`src/rv_pkg.sv`:
```
package rv_pkg;

    typedef logic [31:0] word_t;    // instructions, addresses, register values, immediates
    typedef logic [4:0]  reg_idx_t;
    typedef logic [2:0]  funct3_t;  // branch condition or load/store width and sign

    typedef enum logic [3:0] {
        LUI     = 4'd0,
        AUIPC   = 4'd1,
        JAL     = 4'd2,
        JALR    = 4'd3,
        BRANCH  = 4'd4,
        LOAD    = 4'd5,
        STORE   = 4'd6,
        OP_IMM  = 4'd7,
        OP      = 4'd8,
        EBREAK  = 4'd9,
        INVALID = 4'd15 // anything the decoder rejects
    } inst_class_t;

    typedef enum logic [3:0] {
        ADD  = 4'd0,
        SUB  = 4'd1,
        SLL  = 4'd2,
        SLT  = 4'd3,
        SLTU = 4'd4,
        XOR  = 4'd5,
        SRL  = 4'd6,
        SRA  = 4'd7,
        OR   = 4'd8,
        AND  = 4'd9
    } alu_op_t;

    // sequencing of the multi-cycle core
    typedef enum logic [1:0] {
        FETCH = 2'd0,
        EXEC  = 2'd1,
        MEM   = 2'd2,
        HALT  = 2'd3
    } ctrl_state_t;

endpackage
```
`src/rv_core.sv`:
```
`timescale 1ns/100ps

module rv_core #(
    parameter rv_pkg::word_t RESET_PC = '0
) (
    input  logic          clk,
    input  logic          rst_n,
    output rv_pkg::word_t inst_addr,
    input  rv_pkg::word_t inst_data,
    output rv_pkg::word_t mem_addr,
    output rv_pkg::word_t mem_wdata,
    output logic [3:0]    mem_wmask,
    output logic          mem_we,
    output logic          mem_re,
    input  rv_pkg::word_t mem_rdata,
    output logic          halted,
    output logic          trap
);
    rv_pkg::word_t       inst;
    rv_pkg::word_t       pc;
    rv_pkg::inst_class_t inst_class;
    rv_pkg::reg_idx_t    rd, rs1, rs2;
    rv_pkg::word_t       imm;
    rv_pkg::alu_op_t     alu_op;
    rv_pkg::funct3_t     funct3;
    logic                reg_write_en;
    logic                ctrl_reg_we;
    rv_pkg::word_t       rdata1, rdata2;
    rv_pkg::word_t       alu_a, alu_b;
    rv_pkg::word_t       alu_result;
    logic                branch_taken;
    rv_pkg::word_t       load_data;
    rv_pkg::word_t       wb_data;

    rv_ctrl #(.RESET_PC(RESET_PC)) u_ctrl (
        .clk(clk), .rst_n(rst_n), .inst_data(inst_data), .inst_class(inst_class),
        .imm(imm), .alu_result(alu_result), .branch_taken(branch_taken),
        .inst_addr(inst_addr), .inst(inst), .pc(pc), .reg_we(ctrl_reg_we),
        .mem_we(mem_we), .mem_re(mem_re), .halted(halted), .trap(trap)
    );

    rv_idu u_idu (
        .inst(inst), .inst_class(inst_class), .rd(rd), .rs1(rs1), .rs2(rs2),
        .imm(imm), .alu_op(alu_op), .funct3(funct3), .reg_write_en(reg_write_en)
    );

    rv_regfile u_regfile (
        .clk(clk), .rs1(rs1), .rs2(rs2), .rd(rd), .we(ctrl_reg_we && reg_write_en),
        .wdata(wb_data), .rdata1(rdata1), .rdata2(rdata2)
    );

    assign alu_a = (inst_class == rv_pkg::AUIPC || inst_class == rv_pkg::JAL) ? pc : rdata1;
    // only op and branch take rs2, the rest work on the immediate
    assign alu_b = (inst_class == rv_pkg::OP || inst_class == rv_pkg::BRANCH) ? rdata2 : imm;

    rv_alu u_alu (
        .alu_op(alu_op), .a(alu_a), .b(alu_b), .funct3(funct3),
        .result(alu_result), .branch_taken(branch_taken)
    );

    rv_lsu u_lsu (
        .funct3(funct3), .addr(alu_result), .store_data(rdata2), .mem_rdata(mem_rdata),
        .mem_wdata(mem_wdata), .mem_wmask(mem_wmask), .load_data(load_data)
    );

    assign mem_addr = alu_result;  // rs1 + imm for loads and stores

    always_comb begin
        case (inst_class)
            rv_pkg::LUI:               wb_data = imm;
            rv_pkg::JAL, rv_pkg::JALR: wb_data = pc + 32'd4; // link
            rv_pkg::LOAD:              wb_data = load_data;
            default:                   wb_data = alu_result;
        endcase
    end

endmodule

```
`src/rv_lsu.sv`:
```
`timescale 1ns/100ps

module rv_lsu (
    input  rv_pkg::funct3_t funct3,
    input  rv_pkg::word_t   addr,
    input  rv_pkg::word_t   store_data,
    input  rv_pkg::word_t   mem_rdata,
    output rv_pkg::word_t   mem_wdata,
    output logic [3:0]      mem_wmask,
    output rv_pkg::word_t   load_data
);
    logic [1:0]    offset;
    rv_pkg::word_t lane;  // addressed bytes moved to bit 0

    assign offset = addr[1:0];
    assign lane   = mem_rdata >> {offset, 3'b000};

    always_comb begin
        case (funct3[1:0])
            2'b00: begin
                mem_wdata = {4{store_data[7:0]}};
                mem_wmask = 4'b0001 << offset;
            end
            2'b01: begin
                mem_wdata = {2{store_data[15:0]}};
                mem_wmask = offset[1] ? 4'b1100 : 4'b0011;
            end
            2'b10: begin
                mem_wdata = store_data;
                mem_wmask = 4'b1111;
            end
            default: begin
                mem_wdata = store_data;
                mem_wmask = 4'b0000;
            end
        endcase
    end

    always_comb begin
        case (funct3)
            3'b000:  load_data = {{24{lane[7]}}, lane[7:0]};    // lb
            3'b001:  load_data = {{16{lane[15]}}, lane[15:0]};  // lh
            3'b100:  load_data = {24'b0, lane[7:0]};            // lbu
            3'b101:  load_data = {16'b0, lane[15:0]};           // lhu
            default: load_data = mem_rdata;
        endcase
    end

endmodule

```
`src/rv_alu.sv`:
```
`timescale 1ns/100ps

module rv_alu (
    input  rv_pkg::alu_op_t alu_op,
    input  rv_pkg::word_t   a,
    input  rv_pkg::word_t   b,
    input  rv_pkg::funct3_t funct3,
    output rv_pkg::word_t   result,
    output logic            branch_taken
);
    logic [4:0] shamt;
    logic       eq;
    logic       lt_s;
    logic       lt_u;

    assign shamt = b[4:0];
    assign eq    = a == b;
    assign lt_s  = $signed(a) < $signed(b);
    assign lt_u  = a < b;

    always_comb begin
        case (alu_op)
            rv_pkg::ADD:  result = a + b;
            rv_pkg::SUB:  result = a - b;
            rv_pkg::SLL:  result = a << shamt;
            rv_pkg::SLT:  result = {31'b0, lt_s};
            rv_pkg::SLTU: result = {31'b0, lt_u};
            rv_pkg::XOR:  result = a ^ b;
            rv_pkg::SRL:  result = a >> shamt;
            rv_pkg::SRA:  result = $unsigned($signed(a) >>> shamt);
            rv_pkg::OR:   result = a | b;
            rv_pkg::AND:  result = a & b;
            default:      result = '0;
        endcase
    end

    // compares share the slt/sltu comparators
    always_comb begin
        case (funct3)
            3'b000:  branch_taken = eq;     // beq
            3'b001:  branch_taken = !eq;    // bne
            3'b100:  branch_taken = lt_s;   // blt
            3'b101:  branch_taken = !lt_s;  // bge
            3'b110:  branch_taken = lt_u;   // bltu
            3'b111:  branch_taken = !lt_u;  // bgeu
            default: branch_taken = 1'b0;
        endcase
    end

endmodule

```
`src/rv_regfile.sv`:
```
`timescale 1ns/100ps

module rv_regfile (
    input  logic             clk,
    input  rv_pkg::reg_idx_t rs1,
    input  rv_pkg::reg_idx_t rs2,
    input  rv_pkg::reg_idx_t rd,
    input  logic             we,
    input  rv_pkg::word_t    wdata,
    output rv_pkg::word_t    rdata1,
    output rv_pkg::word_t    rdata2
);
    rv_pkg::word_t regs [32];

    always_ff @(posedge clk) begin
        if (we && rd != 5'd0) begin
            regs[rd] <= wdata;  // x0 is hardwired
        end
    end

    assign rdata1 = (rs1 == 5'd0) ? '0 : regs[rs1];
    assign rdata2 = (rs2 == 5'd0) ? '0 : regs[rs2];

endmodule

```
`src/rv_ctrl.sv`:
```
`timescale 1ns/100ps

module rv_ctrl #(
    parameter rv_pkg::word_t RESET_PC = '0
) (
    input  logic                clk,
    input  logic                rst_n,
    input  rv_pkg::word_t       inst_data,
    input  rv_pkg::inst_class_t inst_class,
    input  rv_pkg::word_t       imm,
    input  rv_pkg::word_t       alu_result,
    input  logic                branch_taken,
    output rv_pkg::word_t       inst_addr,
    output rv_pkg::word_t       inst,
    output rv_pkg::word_t       pc,
    output logic                reg_we,
    output logic                mem_we,
    output logic                mem_re,
    output logic                halted,
    output logic                trap
);
    rv_pkg::ctrl_state_t state;
    rv_pkg::word_t       next_pc;
    logic                stop;
    logic                is_mem;

    assign stop   = inst_class == rv_pkg::EBREAK || inst_class == rv_pkg::INVALID;
    assign is_mem = inst_class == rv_pkg::LOAD || inst_class == rv_pkg::STORE;

    always_comb begin
        if (inst_class == rv_pkg::JAL ||
            (inst_class == rv_pkg::BRANCH && branch_taken)) begin
            next_pc = pc + imm;
        end else if (inst_class == rv_pkg::JALR) begin
            next_pc = {alu_result[31:1], 1'b0};
        end else begin
            next_pc = pc + 32'd4;
        end
    end

    always_ff @(posedge clk) begin
        if (!rst_n) begin
            state <= rv_pkg::FETCH;
            pc    <= RESET_PC;
            trap  <= 1'b0;
        end else begin
            case (state)
                rv_pkg::FETCH: state <= rv_pkg::EXEC;
                rv_pkg::EXEC: begin
                    if (stop) begin
                        state <= rv_pkg::HALT;
                        trap  <= inst_class == rv_pkg::INVALID;
                    end else if (is_mem) begin
                        state <= rv_pkg::MEM;  // pc moves after the access
                    end else begin
                        pc    <= next_pc;
                        state <= rv_pkg::FETCH;
                    end
                end
                rv_pkg::MEM: begin
                    pc    <= next_pc;
                    state <= rv_pkg::FETCH;
                end
                default: state <= rv_pkg::HALT; // parked until reset
            endcase
        end
    end

    // instruction register
    always_ff @(posedge clk) begin
        if (state == rv_pkg::FETCH) begin
            inst <= inst_data;
        end
    end

    assign inst_addr = pc;
    assign halted    = state == rv_pkg::HALT;

    // loads write back in MEM, everything else in EXEC
    assign reg_we = (state == rv_pkg::EXEC && !is_mem && !stop) ||
                    (state == rv_pkg::MEM && inst_class == rv_pkg::LOAD);
    assign mem_we = state == rv_pkg::MEM && inst_class == rv_pkg::STORE;
    assign mem_re = state == rv_pkg::MEM && inst_class == rv_pkg::LOAD;

endmodule

```
`src/rv_idu.sv`:
```
`timescale 1ns/100ps

module rv_idu (
    input  rv_pkg::word_t       inst,
    output rv_pkg::inst_class_t inst_class,
    output rv_pkg::reg_idx_t    rd,
    output rv_pkg::reg_idx_t    rs1,
    output rv_pkg::reg_idx_t    rs2,
    output rv_pkg::word_t       imm,
    output rv_pkg::alu_op_t     alu_op,
    output rv_pkg::funct3_t     funct3,
    output logic                reg_write_en
);
    localparam logic [6:0] OPC_LUI    = 7'b0110111;
    localparam logic [6:0] OPC_AUIPC  = 7'b0010111;
    localparam logic [6:0] OPC_JAL    = 7'b1101111;
    localparam logic [6:0] OPC_JALR   = 7'b1100111;
    localparam logic [6:0] OPC_BRANCH = 7'b1100011;
    localparam logic [6:0] OPC_LOAD   = 7'b0000011;
    localparam logic [6:0] OPC_STORE  = 7'b0100011;
    localparam logic [6:0] OPC_OP_IMM = 7'b0010011;
    localparam logic [6:0] OPC_OP     = 7'b0110011;
    localparam logic [6:0] OPC_SYSTEM = 7'b1110011;

    logic [6:0] opcode;
    logic [6:0] funct7;
    logic       f7_zero;
    logic       f7_alt;   // 0100000, selects sub and sra
    rv_pkg::word_t imm_i, imm_s, imm_b, imm_u, imm_j;

    assign opcode  = inst[6:0];
    assign funct7  = inst[31:25];
    assign funct3  = inst[14:12];
    assign rd      = inst[11:7];
    assign rs1     = inst[19:15];
    assign rs2     = inst[24:20];
    assign f7_zero = funct7 == 7'b0000000;
    assign f7_alt  = funct7 == 7'b0100000;

    assign imm_i = {{20{inst[31]}}, inst[31:20]};
    assign imm_s = {{20{inst[31]}}, inst[31:25], inst[11:7]};
    assign imm_b = {{19{inst[31]}}, inst[31], inst[7], inst[30:25], inst[11:8], 1'b0};
    assign imm_u = {inst[31:12], 12'b0};
    assign imm_j = {{11{inst[31]}}, inst[31], inst[19:12], inst[20], inst[30:21], 1'b0};

    always_comb begin
        inst_class = rv_pkg::INVALID;
        case (opcode)
            OPC_LUI:    inst_class = rv_pkg::LUI;
            OPC_AUIPC:  inst_class = rv_pkg::AUIPC;
            OPC_JAL:    inst_class = rv_pkg::JAL;
            OPC_JALR:   if (funct3 == 3'b000) inst_class = rv_pkg::JALR;
            OPC_BRANCH: if (funct3[2:1] != 2'b01) inst_class = rv_pkg::BRANCH;
            OPC_LOAD:   if (funct3 != 3'b011 && funct3[2:1] != 2'b11) inst_class = rv_pkg::LOAD;
            OPC_STORE:  if (!funct3[2] && funct3 != 3'b011) inst_class = rv_pkg::STORE;
            OPC_OP_IMM: begin
                if (funct3 == 3'b001) begin
                    if (f7_zero) inst_class = rv_pkg::OP_IMM;
                end else if (funct3 == 3'b101) begin
                    if (f7_zero || f7_alt) inst_class = rv_pkg::OP_IMM;
                end else begin
                    inst_class = rv_pkg::OP_IMM;
                end
            end
            OPC_OP: begin
                if (f7_zero || (f7_alt && (funct3 == 3'b000 || funct3 == 3'b101)))
                    inst_class = rv_pkg::OP;
            end
            OPC_SYSTEM: if (inst == 32'h0010_0073) inst_class = rv_pkg::EBREAK; // ecall, csr rejected
            default: ;
        endcase
    end

    always_comb begin
        case (inst_class)
            rv_pkg::LUI, rv_pkg::AUIPC:                  imm = imm_u;
            rv_pkg::JAL:                                 imm = imm_j;
            rv_pkg::JALR, rv_pkg::LOAD, rv_pkg::OP_IMM:  imm = imm_i;
            rv_pkg::STORE:                               imm = imm_s;
            rv_pkg::BRANCH:                              imm = imm_b;
            default:                                     imm = '0;
        endcase
    end

    always_comb begin
        alu_op = rv_pkg::ADD; // address and link arithmetic
        if (inst_class == rv_pkg::OP || inst_class == rv_pkg::OP_IMM) begin
            case (funct3)
                3'b000:  alu_op = (inst_class == rv_pkg::OP && funct7[5]) ? rv_pkg::SUB
                                                                           : rv_pkg::ADD;
                3'b001:  alu_op = rv_pkg::SLL;
                3'b010:  alu_op = rv_pkg::SLT;
                3'b011:  alu_op = rv_pkg::SLTU;
                3'b100:  alu_op = rv_pkg::XOR;
                3'b101:  alu_op = funct7[5] ? rv_pkg::SRA : rv_pkg::SRL;
                3'b110:  alu_op = rv_pkg::OR;
                default: alu_op = rv_pkg::AND;
            endcase
        end
    end

    assign reg_write_en = inst_class inside {rv_pkg::LUI, rv_pkg::AUIPC, rv_pkg::JAL,
                                             rv_pkg::JALR, rv_pkg::LOAD, rv_pkg::OP_IMM,
                                             rv_pkg::OP};

endmodule

```
`config.mk`:
```
export PLATFORM = sky130hd
export DESIGN_NAME = rv_core
export DESIGN_NICKNAME = d
export VERILOG_FILES = /design/src/rv_pkg.sv /design/src/rv_core.sv /design/src/rv_lsu.sv /design/src/rv_alu.sv /design/src/rv_regfile.sv /design/src/rv_ctrl.sv /design/src/rv_idu.sv
export SDC_FILE = /design/constraint.sdc
export NUM_CORES = 2
export LEC_CHECK = 0
export BUFFER_PORTS_ARGS = -buffer_cell sky130_fd_sc_hd__buf_2
export CORE_UTILIZATION = 45
export CTS_CLUSTER_SIZE = 28
export DETAILED_ROUTE_END_ITERATION = 6
export PLACE_DENSITY = 0.71
export SLEW_MARGIN = 20
export SYNTH_ARGS = -nofsm -noshare
export SYNTH_HDL_FRONTEND = slang
export SYNTH_HIERARCHICAL = 1
export SYNTH_SLANG_ARGS = --single-unit
```
`constraint.sdc`:
```
create_clock -name clk -period 7.25 [get_ports clk]
set_clock_uncertainty 0.15 [all_clocks]
set_input_delay 0.725 -clock clk [delete_from_list [all_inputs] [get_ports clk]]
set_output_delay 0.725 -clock clk [all_outputs]
set_load 0.02 [all_outputs]
```
; After elaboration in Yosys (flattened, before gate mapping)
; Memory sizes are Yosys's and may differ from the RTL's. A register that Yosys moved wholly into a read port is not among the register bits.
; Index checks and enable logic that the tools add are counted.
[classes]
n_addsub = 4
order_cmp = 2
n_eq_ne = 49
n_shift = 5
n_mux = 39
bitwise = 3
reduce_logical = 43
[ops]
columns = cell, n
row1 = $pmux W32 S10, 1
row2 = $mux W32, 8
row3 = $pmux W32 S5, 1
row4 = $pmux W32 S2, 2
row5 = $pmux W32 S4, 1
row6 = $pmux W32 S3, 1
row7 = $add A32 B32 Y32, 2
row8 = $lt A32 B32 Y1, 2
row9 = $mux W4, 10
row10 = $pmux W4 S10, 1
row11 = $add A32 B3 Y32 const B, 1
row12 = $and A32 B32 Y32, 1
row13 = $eq A32 B21 Y1 const B, 1
row14 = $eq A32 B32 Y1, 1
row15 = $eq A4 B3 Y1 const B, 8
row16 = $or A32 B32 Y32, 1
row17 = $shl A32 B5 Y32, 1
row18 = $shr A32 B5 Y16, 1
row19 = $shr A32 B5 Y32, 1
row20 = $sshr A32 B5 Y32, 1
row21 = $sub A32 B32 Y32, 1
row22 = $xor A32 B32 Y32, 1
row23 = $eq A7 B6 Y1 const B, 4
row24 = $eq A7 B7 Y1 const B, 4
row25 = 37 further kinds, 89
[totals]
register_bits = 67
mem_bits_rw = 1024
input_bits = 66
out_inout_bits = 104
wordCells = 150
mem_count = 1
[mem_list]
columns = memory, words, width, rd, rd_clocked_by_memory_dff, write_ports, line
row1 = u_regfile.regs, 32, 32, 2, 2, 1, rv_regfile.sv:13  ; rv_pkg::word_t regs [32];

; Longest topological paths before layout
[depth]
depth_word = 19
mapped_depth = 34

; By module
; The synthesis kept the hierarchy.
[by_module_without_submodules]
columns = mod, n_inst, cells_per_inst, area_each_um2, seq_area_each_um2
row1 = rv_regfile, 1, 2564, 47929.7, 30749.5
row2 = rv_alu, 1, 1243, 8360.5, 0.0
row3 = rv_ctrl, 1, 654, 5562.8, 1661.6
row4 = rv_core, 1, 269, 2021.9, 0.0
row5 = rv_lsu, 1, 189, 1280.0, 0.0
row6 = rv_idu, 1, 166, 1192.4, 0.0

; Worst setup path after synthesis
; OpenSTA, ideal clock, no wires.
[synth_timing]
path_type = flip-flop to flip-flop
start = register u_ctrl.inst[2]
end = memory u_regfile/regs[0][21] (netlist bit), data pin
setup_time_ns = 0.500
arrival_ns = 7.493
required_time_ns = 6.600
slack_ns = -0.893
stages_incl_launch_ff = 32
path_cell_list = edfxtp_1 > buf_6 > nand4bb_4 > or4_4 > o31ai_4 > nand4b_4 > xnor2_1 > or3_1 > clkbuf_1 > buf_1 > mux2_2 > clkinv_1 > buf_1 > clkbuf_1 > ha_1 > nor2b_1 > o311ai_1 > a21oi_1 > a22oi_1 > o31a_1 > o221ai_2 > nand2_1 > nand3_1 > nand4_1 > buf_4 > mux2_4 > o221ai_2 > a211oi_4 > buf_6 > a21o_1 > a222oi_1 > o21ai_0
[synth_rtl]
columns = item, line
row1 = from (decl), rv_ctrl.sv:14  ; output rv_pkg::word_t inst,
row2 = from (signal assigned), rv_ctrl.sv:72  ; inst <= inst_data;
row3 = $eq A7 B7 Y1 (tied with other cells), rv_idu.sv:48  ; case (opcode)
row4 = $pmux W4 S10 (*), rv_idu.sv:48
row5 = named net inst_class[3], rv_core.sv:21  ; rv_pkg::inst_class_t inst_class;
row6 = $eq A4 B2 Y1 (tied with other cells), rv_idu.sv:75  ; case (inst_class)
row7 = $reduce_or A3 Y1 / $reduce_or A2 Y1 (equally long branches), rv_idu.sv:75
row8 = $pmux W32 S5, rv_idu.sv:75
row9 = $mux W32 (*), rv_core.sv:54  ; assign alu_b = (inst_class == rv_pkg::OP || inst_class == rv_pkg::BRANCH) ? rdata2 : imm;
row10 = named net alu_b[2], rv_core.sv:29  ; rv_pkg::word_t alu_a, alu_b;
row11 = $lt A32 B32 Y1 (tied with other cells), rv_alu.sv:19  ; assign lt_u = a < b;
row12 = $pmux W32 S10 (*), rv_alu.sv:22  ; case (alu_op)
row13 = named net mem_addr[0], rv_core.sv:10  ; output rv_pkg::word_t mem_addr,
row14 = $shr A32 B5 Y16 (*), rv_lsu.sv:16  ; assign lane = mem_rdata >> {offset, 3'b000};
row15 = $pmux W32 S4 (*), rv_lsu.sv:40  ; case (funct3)
row16 = named net load_data[21], rv_core.sv:32  ; rv_pkg::word_t load_data;
row17 = $pmux W32 S3 (*), rv_core.sv:69  ; case (inst_class)
row18 = named net wb_data[21], rv_core.sv:33  ; rv_pkg::word_t wb_data;
row19 = to (decl), rv_regfile.sv:13
; Mark *: on every way through the listed nets, which the timed path passes. The rest lies on a longest branch.

; Final worst setup path
[layout_timing]
start = register u_ctrl.inst[16]
end = output port mem_addr[31]
[layout_rtl]
columns = item, line
row1 = $logic_not A5 Y1 (*), rv_regfile.sv:21  ; assign rdata1 = (rs1 == 5'd0) ? '0 : regs[rs1];
row2 = $mux W32 (*), rv_regfile.sv:21
row3 = named net rdata1[25], rv_core.sv:28  ; rv_pkg::word_t rdata1, rdata2;
row4 = $mux W32 (*), rv_core.sv:52  ; assign alu_a = (inst_class == rv_pkg::AUIPC || inst_class == rv_pkg::JAL) ? pc : rdata1;
row5 = named net alu_a[25], rv_core.sv:29
row6 = $sub A32 B32 Y32 (tied with other cells), rv_alu.sv:24  ; rv_pkg::SUB: result = a - b;
row7 = $pmux W32 S10 (*), rv_alu.sv:22
row8 = to (decl), rv_core.sv:10
; Marked as above.

==> reports/results.ini <==
[power_and_ir_drop]
p_sw_w = 0.0179
switching_share = 0.445
power.density_nw_per_um2 = 489
p_int_w = 0.0223
peakVddDrop_uv = 380
power.share.clock = 0.141
pwr-share-seq = 0.244
leakagePower_nw = 30.1
comb_power_share = 0.615

[place]
place_ws_ps = -589
gp_congestion = 1.11
dp_hpwl_um = 211000
port_buffers = 169

[drt]
wl_per_cell_um = 37.6
vias = 56300
drt_iter0_markers = 9741
firstDrtPassIters = 7
drcViolationCount = 1
via_per_inst = 7.05
drt-total-wl_um = 300000
ant_nets = 0

[critical_path]
end_kind = output port
crit_chain = buf_4, buf_12, buf_12, buf_4, mux4_2, o2111ai_1, a311oi_1, mux2_2, inv_1, ha_1, buf_4, nor4_1, buf_4, and2_1, o2111ai_1, o211ai_2, a311oi_1, a211oi_2, xnor2_1, a211o_2, buf_2
slowest_stage = a311oi_1
crit_type = reg -> out
cp_top_family = compound AO/OA/AOI/OAI gates
path_buf_inv = 8
critPathMostFrequentCell = buf_4
r2r_cells = 28
crit_arrival_ps = 6610
critPathRequiredTime_ps = 6380
crit_cells = 21
critPathMaxFanout = 11
r2r-end = u_regfile/regs[22][21]$_DFFE_PP_
r2r_slack_ps = -90
max_stage_delay_ps = 1080
r2r-start = u_ctrl/inst[16]$_DFFE_PP_
start_kind = flop

[floorplanning]
core_um2 = 146000
pin_count = 170
die_x_um = 386
start_util = 0.455
num_rows = 140
dieArea_um2 = 149000
die_h_um = 386

[timing]
tightest_slew_ps = 1260
maxSlewViolCount = 0
final-setup-viol-count = 110
final.min_clock_period_ps = 7480
grt_setup_unrepaired = yes
hold_ws_ps = 37.3
worst_slack_ps = -234
hold_violations = 0
fmaxAchievable_mhz = 134
fin_crit_sh = 1.03
max_slew_margin = 0.154
fin_tns_setup_ps = -5560

[hold_path]
holdCritStartpoint = inst_data[7]
hold_path_depth = 1
hold_path_class = in -> reg
hold_end = u_ctrl/inst[7]$_DFFE_PP_

[global_routing]
grt_pass1_wl_um = 409000
antenna_found_initial = 27
grt-ovfl-total = 0
grt_usage = 0.392
grt_pass1_vias = 53400
grt_start_max_net_pins = 71

[logic_synthesis]
synth_flop_cell = edfxtp_1
synth_edf_count = 1056
yosysTopAreaCell = edfxtp_1
synthArstFlopShare = 0
netlist_area_um2 = 66300
ys_types = 120
ys_top_cells_by_area = edfxtp_1 48%, mux4_2 11%, mux2i_1 6.0%
synth.ff_latch_count = 1091
ys_warn_count = 6
syn-instance-count = 5085
synth_top_area_frac = 0.478
synth-seq-area-share = 0.489
avgSynthCellArea_um2 = 13.0

[clock_network]
root_buffer = clkbuf_16
path_clk_slew_ps = 60
h-tree-depth = 3
numCtsBuffers = 108
clock_path_buffers = 3
clock_latency_ps = 770
cts_tree = done
clock_sinks = 1091

[final_layout]
layout_commonest_cell = edfxtp_1
layout_common_cells = 1056 x edfxtp_1, 829 x buf_4, 395 x mux2i_1
nNetsFinal = 6158
drive_gt1_frac = 0.360
area_growth_pct = 23.6

[status]
violations = DRC, setup timing
status = finished with violations

[run]
maxCapViolCount = 0

## per-stage QoR
step	power [W]	util	std cells	cell area, um^2
finish	0.0401	0.562	7983	82000
global route	0.0409	0.562	7966	82000
CTS	0.0379	0.549	7884	80100
detailed placement	0.0318	0.517	7636	75500
global placement	0.0317	0.517	7636	75500
floorplan	0.0207	-	5116	66600
## kinds of logic (layout without fill, tap and decap cells)
group | after synthesis | after routing | share of synthesized area
other | 1 | 51 | 0.0000565
multiplexers | 935 | 935 | 0.220
adder cells (fa/ha/maj) | 138 | 138 | 0.0263
flip-flops | 1091 | 1091 | 0.489
buffers and inverters | 580 | 1511 | 0.0431
XOR/XNOR | 85 | 85 | 0.0112
AO/OA/AOI/OAI | 1240 | 1240 | 0.133
AND/OR/NAND/NOR | 1015 | 1015 | 0.0774
## per-layer routing
metal / vias up / GRT usage / share of wire
li1: 22200 / - / -
met1: 27800 / 0.486 / 0.34
met2: 5014 / 0.592 / 0.44
met3: 1200 / 0.0988 / 0.13
met4: 12 / 0.293 / 0.094
met5: - / 0 / 0.00023
## final cells by class
cell class / instances / area, um^2
clock buffers: 128 / 2790
inverters: 133 / 508
multi-input cells: 3445 / 32900
repair buffers: 1176 / 10200
flip-flops and latches: 1091 / 32400
diodes: 19 / 47.5
fillers: 11600 / 63900
clock inverters: 74 / 723
well taps: 1917 / 2400
## power by group through the flow
stage | sequential [W] | clock [W] | combinational (W)
after floorplan | 0.00993 | 0 | 0.0107
after global placement | 0.00987 | 0 | 0.0218
after detailed placement | 0.00989 | 0 | 0.0219
after CTS | 0.00977 | 0.00567 | 0.0225
after global routing | 0.00979 | 0.00589 | 0.0252
final | 0.00979 | 0.00565 | 0.0247
## cells in the mapped netlist (all sizes together) (80+ instances only)
cell,n
clkbuf,200
buf,247
mux2i,396
ha,134
mux2,151
mux4,388
nor2,287
inv,131
a21oi,250
a211oi,114
nand2,279
edfxtp,1056
o21ai,260
a221oi,80
## repair_timing
| item | 4_1_cts | 5_1_grt |
|---|---|---|
| endpoints found under the hold margin | 19 | 0 |
| gates resized for setup | 134 | 247 |
| pin swaps | 30 | 53 |
| setup endpoints to repair | 1082 | 1076 |
| buffers inserted | 24 | 72 |
| hold buffers | 19 | 0 |
| cloned | 4 | 10 |
## sequential cells by signal (all words and copies together), names as in the netlist
name	cells
u_ctrl/state	2
u_ctrl/trap	1
u_regfile/regs	1024
u_ctrl/inst_addr	32
u_ctrl/inst	32
## worst max-delay path by stage
stage | from | slack (ps) | endpoint
final | u_ctrl/inst[16]$_DFFE_PP_ | -230 | mem_addr[31]
after detailed placement | u_ctrl/inst[8]$_DFFE_PP_ | -590 | u_regfile/regs[10][8]$_DFFE_PP_
after global routing | u_ctrl/inst[11]$_DFFE_PP_ | -190 | mem_addr[27]
after global placement | u_ctrl/inst[16]$_DFFE_PP_ | -620 | u_regfile/regs[24][27]$_DFFE_PP_
after floorplan | u_ctrl/inst[2]$_DFFE_PP_ | 7 | u_regfile/regs[0][23]$_DFFE_PP_
after CTS | u_ctrl/inst[20]$_DFFE_PP_ | -110 | mem_addr[27]
No activity file was read; power rests on OpenSTA's default activity.
